File: src/source/mem_req_pkg.sv
// ==========================================================
// Shared types and helpers of the memory request queue.
// Holds the request struct, the opcode and size encodings,
// the width constants and the byte-lane helpers.
// Every RTL module imports it with a wildcard import, and the
// testbench model uses the same helpers.
// ==========================================================

package mem_req_pkg;

	// ==========================================================
	// Widths
	// ==========================================================

	// Byte address width of a request
	localparam int ADR_W = 32;
	// One doubleword of data per request
	localparam int DAT_W = 64;
	// Transaction id width, used for retry suppression
	localparam int TID_W = 8;
	// Byte lanes in one doubleword
	localparam int LANES = DAT_W / 8;

	// ==========================================================
	// Encodings
	// ==========================================================

	// Memory operation of a request
	// MR_LOAD sign-extends the loaded value and MR_LOADZ zero-extends it
	typedef enum logic [1:0] {
		MR_LOAD  = 2'd0,
		MR_LOADZ = 2'd1,
		MR_STORE = 2'd2
	} mem_func_e;

	// Access size in bytes is 1 << size
	typedef enum logic [1:0] {
		SZ_BYTE  = 2'd0,
		SZ_WYDE  = 2'd1,
		SZ_TETRA = 2'd2,
		SZ_OCTA  = 2'd3
	} mem_size_e;

	// One memory request as it travels through the queue
	// Store data is right-justified so dat[7:0] belongs to the byte at adr
	typedef struct packed {
		logic [TID_W-1:0] tid;
		mem_func_e        func;
		mem_size_e        size;
		logic [ADR_W-1:0] adr;
		logic [DAT_W-1:0] dat;
	} mem_request_t;

	// ==========================================================
	// Byte lanes
	// ==========================================================

	// Lanes covered by an access of the given size starting at lane 0
	function automatic logic [LANES-1:0] size_mask(input mem_size_e sz);
		case (sz)
			SZ_BYTE:  return 8'h01;
			SZ_WYDE:  return 8'h03;
			SZ_TETRA: return 8'h0f;
			SZ_OCTA:  return 8'hff;
			default:  return 8'hff;
		endcase
	endfunction

	// Lanes of the doubleword touched by a request
	// Requests are naturally aligned so the shift never runs off the top
	function automatic logic [LANES-1:0] lane_sel(input mem_request_t r);
		return size_mask(r.size) << r.adr[2:0];
	endfunction

endpackage

File: src/source/fwd_search.sv
// ==========================================================
// Store-to-load forwarding search for one request port.
// Compares the offered load against a snapshot of the queue
// and returns the forwarded data when one queued store holds
// every byte of the load. Purely combinational, so found and
// ldo are valid in the same cycle as req.
// ==========================================================

module fwd_search
	import mem_req_pkg::*;
#(
	parameter int QDEP = 8
) (
	input  mem_request_t            req,
	input  mem_request_t [QDEP-1:0] q_entries,
	input  logic [QDEP-1:0]         q_valid,
	output mem_request_t            ldo,
	output logic                    found
);

	logic             is_load;
	logic [LANES-1:0] ld_lanes;
	logic [LANES-1:0] ld_bytes;
	logic [DAT_W-1:0] dmask;
	logic [QDEP-1:0]  hit;
	logic [DAT_W-1:0] st_dat;
	logic [2:0]       st_ofs;
	logic [2:0]       byte_diff;
	logic [DAT_W-1:0] aligned;
	logic [DAT_W-1:0] masked;
	logic             sign;

	// ==========================================================
	// Load decode
	// ==========================================================

	assign is_load = (req.func == MR_LOAD) || (req.func == MR_LOADZ);

	// Lanes the load reads inside its doubleword
	assign ld_lanes = lane_sel(req);

	// Lanes of the result once the data is right-justified
	assign ld_bytes = size_mask(req.size);

	// Expand the byte mask of the result to a bit mask
	always_comb begin
		for (int b = 0; b < LANES; b++) begin
			dmask[b*8 +: 8] = {8{ld_bytes[b]}};
		end
	end

	// ==========================================================
	// Queue match
	// ==========================================================

	// A store matches when it is valid, sits in the same doubleword
	// and its lanes are a superset of the load lanes
	// Partial overlap is not a match and the load goes to the queue
	always_comb begin
		for (int i = 0; i < QDEP; i++) begin
			hit[i] = is_load && q_valid[i] &&
				(q_entries[i].func == MR_STORE) &&
				(q_entries[i].adr[ADR_W-1:3] == req.adr[ADR_W-1:3]) &&
				((lane_sel(q_entries[i]) & ld_lanes) == ld_lanes);
		end
	end

	// Entries are kept in arrival order with the oldest at index 0
	// Scanning upward lets the youngest matching store win
	always_comb begin
		st_dat = '0;
		st_ofs = '0;
		for (int i = 0; i < QDEP; i++) begin
			if (hit[i]) begin
				st_dat = q_entries[i].dat;
				st_ofs = q_entries[i].adr[2:0];
			end
		end
	end

	// ==========================================================
	// Data alignment and extension
	// ==========================================================

	// Covering means the store starts at or below the load address,
	// so the byte difference is never negative on a hit
	assign byte_diff = req.adr[2:0] - st_ofs;

	// Move the first load byte down to lane 0 and drop the rest
	assign aligned = st_dat >> {byte_diff, 3'b000};
	assign masked  = aligned & dmask;

	// Sign bit is the top bit of the most significant loaded byte
	always_comb begin
		case (req.size)
			SZ_BYTE:  sign = aligned[7];
			SZ_WYDE:  sign = aligned[15];
			SZ_TETRA: sign = aligned[31];
			SZ_OCTA:  sign = aligned[DAT_W-1];
			default:  sign = aligned[DAT_W-1];
		endcase
	end

	// Without a hit the request passes through untouched
	always_comb begin
		found = |hit;
		ldo = req;
		if (found) begin
			// Only MR_LOAD fills the upper bytes with the sign
			if (req.func == MR_LOAD && sign) begin
				ldo.dat = masked | ~dmask;
			end else begin
				ldo.dat = masked;
			end
		end
		// Lanes past the top of the doubleword are never searched,
		// so a forwarded load has to end inside its doubleword
		if (found) begin
			a_found_in_dword: assert ((4'(req.adr[2:0]) + (4'd1 << req.size)) <= 4'd8)
				else $error("fwd_search: forwarded load crosses a doubleword");
		end
	end

endmodule

File: src/source/store_queue.sv
// ==========================================================
// Shifting memory request queue shared by two request ports.
// Acks forwarded loads without storing them, arbitrates the
// single enqueue slot with port 0 first, drops retried ids
// and shifts toward the head on each read.
// The whole queue is exported for the forwarding search.
// ==========================================================

module store_queue
	import mem_req_pkg::*;
#(
	parameter int QDEP = 8
) (
	input  logic                    clk,
	input  logic                    rst,
	input  logic                    wr0,
	input  mem_request_t            req0,
	input  logic                    found0,
	output logic                    wr_ack0,
	input  logic                    wr1,
	input  mem_request_t            req1,
	input  logic                    found1,
	output logic                    wr_ack1,
	input  logic                    rd,
	output mem_request_t [QDEP-1:0] q_entries,
	output logic [QDEP-1:0]         q_valid,
	output mem_request_t            head,
	output logic                    head_valid,
	output logic                    empty
);

	// Count runs from zero to QDEP inclusive
	localparam int CNT_W = $clog2(QDEP + 1);
	localparam int IDX_W = (QDEP > 1) ? $clog2(QDEP) : 1;

	mem_request_t [QDEP-1:0] que;
	logic [QDEP-1:0]         valid_bits;
	logic [QDEP-1:0]         valid_next;
	logic [CNT_W-1:0]        count;
	logic [TID_W-1:0]        last_tid;

	logic             act0;
	logic             act1;
	logic             enq0;
	logic             enq1;
	logic             win;
	mem_request_t     win_req;
	logic             dup;
	logic             do_rd;
	logic             space;
	logic             push;
	logic [CNT_W-1:0] tail;

	// ==========================================================
	// Arbitration
	// ==========================================================

	// A port whose ack is showing is still holding the request it
	// just had accepted, so it is not offering a new one this cycle
	assign act0 = wr0 && !wr_ack0;
	assign act1 = wr1 && !wr_ack1;

	// Port 0 takes the enqueue slot whenever it has an unfound request
	assign enq0 = act0 && !found0;
	assign enq1 = act1 && !found1 && !enq0;
	assign win = enq0 || enq1;
	assign win_req = enq0 ? req0 : req1;

	// Reads of an empty queue are ignored
	assign do_rd = rd && head_valid;

	// A read in the same cycle frees the slot the new entry needs
	assign space = (count < CNT_W'(QDEP)) || do_rd;

	// Same id as the last stored request means a retry
	assign dup = (win_req.tid == last_tid);
	assign push = win && !dup && space;

	// Tail slot after any shift caused by the read
	assign tail = do_rd ? count - 1'b1 : count;

	always_comb begin
		valid_next = do_rd ? (valid_bits >> 1) : valid_bits;
		if (push) begin
			valid_next[tail[IDX_W-1:0]] = 1'b1;
		end
	end

	// ==========================================================
	// Control state
	// ==========================================================

	always_ff @(posedge clk) begin
		if (rst) begin
			wr_ack0 <= 1'b0;
			wr_ack1 <= 1'b0;
			valid_bits <= '0;
			count <= '0;
			last_tid <= '1;
		end else begin
			// Found loads are acked at once, the winner when it is stored or dropped
			wr_ack0 <= (act0 && found0) || (enq0 && (dup || space));
			wr_ack1 <= (act1 && found1) || (enq1 && (dup || space));
			valid_bits <= valid_next;
			count <= count + CNT_W'(push) - CNT_W'(do_rd);
			if (push) begin
				last_tid <= win_req.tid;
			end
		end
	end

	// Entry storage shifts toward index 0 on a read
	// The write at the tail comes last so it wins on the top slot
	always_ff @(posedge clk) begin
		if (do_rd) begin
			for (int i = 0; i < QDEP - 1; i++) begin
				que[i] <= que[i+1];
			end
		end
		if (push) begin
			que[tail[IDX_W-1:0]] <= win_req;
		end
	end

	// ==========================================================
	// Outputs
	// ==========================================================

	assign q_entries = que;
	assign q_valid = valid_bits;
	assign head = que[0];
	assign head_valid = valid_bits[0];
	assign empty = ~|valid_bits;

	// Count and valid bits are kept separately and must agree
	a_count_bound: assert property (@(posedge clk) disable iff (rst)
		count <= CNT_W'(QDEP))
		else $error("store_queue: count above queue depth");

	a_head_valid: assert property (@(posedge clk) disable iff (rst)
		head_valid == (count != '0))
		else $error("store_queue: head_valid disagrees with count");

	// A full queue without a read keeps its contents for the next cycle
	a_full_hold: assert property (@(posedge clk) disable iff (rst)
		(count == CNT_W'(QDEP) && !rd) |=> (count == CNT_W'(QDEP)) && $stable(q_valid))
		else $error("store_queue: entry added to a full queue");

endmodule

File: src/source/mem_req_queue_top.sv
// ==========================================================
// Top level of the memory request queue.
// Two load/store ports offer requests with wr and req, and the
// memory side drains the queue through head and rd.
// One forwarding search per port runs against the queue.
// ==========================================================

module mem_req_queue_top
	import mem_req_pkg::*;
#(
	parameter int QDEP = 8
) (
	input  logic         clk,
	input  logic         rst,
	// Port 0
	input  logic         wr0,
	input  mem_request_t req0,
	output logic         wr_ack0,
	output mem_request_t ldo0,
	output logic         found0,
	// Port 1
	input  logic         wr1,
	input  mem_request_t req1,
	output logic         wr_ack1,
	output mem_request_t ldo1,
	output logic         found1,
	// Memory side
	input  logic         rd,
	output mem_request_t head,
	output logic         head_valid,
	output logic         empty
);

	// Snapshot of the queue seen by both searches
	mem_request_t [QDEP-1:0] q_entries;
	logic [QDEP-1:0]         q_valid;

	// Search for port 0
	fwd_search #(
		.QDEP(QDEP)
	) u_search0 (
		.req      (req0),
		.q_entries(q_entries),
		.q_valid  (q_valid),
		.ldo      (ldo0),
		.found    (found0)
	);

	// Search for port 1
	fwd_search #(
		.QDEP(QDEP)
	) u_search1 (
		.req      (req1),
		.q_entries(q_entries),
		.q_valid  (q_valid),
		.ldo      (ldo1),
		.found    (found1)
	);

	// Both found flags steer the queue away from storing forwarded loads
	store_queue #(
		.QDEP(QDEP)
	) u_queue (
		.clk       (clk),
		.rst       (rst),
		.wr0       (wr0),
		.req0      (req0),
		.found0    (found0),
		.wr_ack0   (wr_ack0),
		.wr1       (wr1),
		.req1      (req1),
		.found1    (found1),
		.wr_ack1   (wr_ack1),
		.rd        (rd),
		.q_entries (q_entries),
		.q_valid   (q_valid),
		.head      (head),
		.head_valid(head_valid),
		.empty     (empty)
	);

endmodule

File: config.mk
export PLATFORM = sky130hd
export DESIGN_NAME = mem_req_queue_top
export DESIGN_NICKNAME = d
export VERILOG_FILES = /design/src/source/mem_req_pkg.sv /design/src/source/fwd_search.sv /design/src/source/store_queue.sv /design/src/source/mem_req_queue_top.sv
export SDC_FILE = /design/constraint.sdc
export NUM_CORES = 2
export LEC_CHECK = 0
export ABC_AREA = 1
export BUFFER_PORTS_ARGS = -buffer_cell sky130_fd_sc_hd__buf_2
export CAP_MARGIN = 20
export CORE_MARGIN = 1.5
export CORE_UTILIZATION = 35
export CTS_CLUSTER_SIZE = 16
export DETAILED_ROUTE_END_ITERATION = 10
export HOLD_SLACK_MARGIN = 0.1
export PLACE_DENSITY_LB_ADDON = 0.15
export SYNTH_ARGS = -nofsm -noshare
export SYNTH_HDL_FRONTEND = slang
export SYNTH_HIERARCHICAL = 1
export SYNTH_SLANG_ARGS = --single-unit
File: constraint.sdc
create_clock -name clk -period 5.8 [get_ports clk]
set_input_delay 0.29 -clock clk [delete_from_list [all_inputs] [get_ports clk]]
set_output_delay 0.29 -clock clk [all_outputs]
set_load 0.01 [all_outputs]
==> out/metrics.cfg <==
[power]
pwr-share-clk=0.196
p_int_mw=19.1
p_leak_nw=42.2
power_mw=37.5
seq_power_share=0.327
switching_power_mw=18.4
combPwrFrac=0.477
powerDensity_nw_per_um2=429
peakVddDrop_uv=378
p_sw_frac=0.491

[die]
io_pins=551
initial_core_util=0.353
die_w_um=447
rows=162
core_um2=196000
fp.dieArea_um2=200000
fp.dieH_um=447

[run_status]
violations=setup timing
outcome=finished, violations left

[placed_design]
gp_congestion=1.10
dpl.hpwl_um=347000
port_buffers=550
dp_cells=15165
place_area_um2=79100
place_ws_ns=-0.220

[final_layout]
final_common_cell=nand2_1
finalNonFillerCells=15609
area_growth_pct=26.4
num-nets-final=13110
stdcell_area_um2=87300
final_layout_size_suffix_gt1_frac=0.186
utilization=0.447
final_cell_mix=4506 x nand2_1, 1554 x o21ai_0, 1002 x inv_1

[sta]
finalSetupViolCount=127
fin_ws_ns=-0.349
holdWs_ns=0.153
post-route-period-util=1.06
hold_viol=0
tns_ns=-28.89
clock.fmax_mhz=163
max_slew_margin=0.195
maxSlewViolCount=0
fin_worst_skew_ns=0.101
finalCriticalPeriod_ns=6.15
tightest_slew_ns=1.20
rsz0062_at_grt=yes

[global_routing]
track_usage=0.423
grt_start_max_net_pins=228
grt_pass1_vias=76704
grt_pass1_wl_um=600000
grt_overflow=0
antenna_found_initial=34

[route]
drt_iter0_drc=13831
dr.max_layer_used=met5
drc=0
wl_met1_um=200000
ant_nets=0
drtPass1Iterations=7
wl_met2_um=165000
routed_wl_um=443000
num_vias=88310
viasPerCell=5.66
avgRoutedWirePerCell_um=28.4
dr_wl_met3_um=63200

[synthesis]
synth_cells=12006
synth.avg_cell_area_um2=5.76
ys_warn_count=6
synthesis.area_um2=69100
syn_nets=12237

[worst_setup_path]
worstPathArrival_ns=5.86
cp.required_ns=5.51
crit_path_cell_trace=nand2_4, nand2_1, nor2_1, nand4_1, nor2_1, buf_4, nand3_2, nor2_4, nand3_4, buf_4, o211ai_1, o21ai_1, a21oi_2, o21ai_2, a22oi_2, fa_2, clkinvlp_4, buf_6, buf_8, nand4_1, a21oi_1, a21oi_1, a21oi_4, buf_6
crit_path_max_fanout=16
critPathSlowestCell=fa_2
end_kind=output pin
critPathBufInv=6
max_stage_delay_ns=0.59
start_kind=register
crit_family=simple AND/OR/NAND/NOR gates
worstSetupPathType=register to output pin

[cts]
ctsRootBufferMaster=clkbuf_16
h-tree-depth=3
cts_tree=yes
cts.sinks=886
clk_pin_slew_ns=0.06
clockBufferDepth=3
numCtsBuffers=112
clock_latency_ns=0.83

[worst_hold_path]
min_path_type=primary input to register

[run]
drv_cap=0

==> metal layers <==
| layer | vias to the layer above | GRT usage |
|---|---|---|
| met3 | 636 | 0.136 |
| li1 | 39770 | - |
| met5 | - | 0 |
| met1 | 41879 | 0.641 |
| met2 | 6007 | 0.554 |
| met4 | 18 | 0.115 |
==> power by group through the flow <==
stage	registers (mW)	logic, mW	clock network [mW]
3_3_place_gp	12.0	16.3	0
2_1_floorplan	10.9	10.0	0
5_1_grt	12.5	19.3	7.63
6_report	12.3	17.9	7.35
3_5_place_dp	12.1	16.5	0
4_1_cts	12.1	17.1	7.41
==> registers in the layout (all words and copies together) (netlist names) <==
register           count
u_queue/wr_ack1        1
u_queue/count          4
u_queue/last_tid       8
u_queue/wr_ack0        1
u_queue/head         108
u_queue/q_valid        8
u_queue/q_entries    756
==> final cells by class <==
class	instances	area (um2)
fillers	20847	108000
multi-input cells	9163	43400
flip-flops and latches	886	19000
repair buffers	1671	13900
inverters	1044	3960
clock buffers	170	3350
well taps	2624	3280
clock inverters	36	448
diodes	14	35.0
repair inverters	1	7.51
==> path summary, 6_finish.rpt <==
kind	startpoint	depth (start not counted)	to	slack, ns
max	u_queue/q_entries[412]$_DFF_P_	24	ldo1[30]	-0.35
min	req0[89]	3	u_queue/q_entries[845]$_DFFE_PP_	0.15
max reg2reg	u_queue/q_entries[605]$_DFF_P_	24	u_queue/q_entries[155]$_DFF_P_	0.15
min reg2reg	u_queue/last_tid[6]$_SDFFE_PP1P_	2	u_queue/last_tid[6]$_SDFFE_PP1P_	0.48
==> tightest hold or removal path, delay by kind of cell <==
kind | cells | cell delay [ns]
buffers and inverters | 1 | 0.25
AND/OR/NAND/NOR | 2 | 0.19
==> what timing repair did <==
item                                    4_1_cts  5_1_grt
endpoints found under the hold margin       171        0
hold buffers                                165        0
pin swaps                                    95       52
endpoints found under the setup margin      129      273
setup buffers                                48       12
cloned                                        7        2
resized for setup                           437      176
Note: power is estimated with default switching activity, not from simulation.
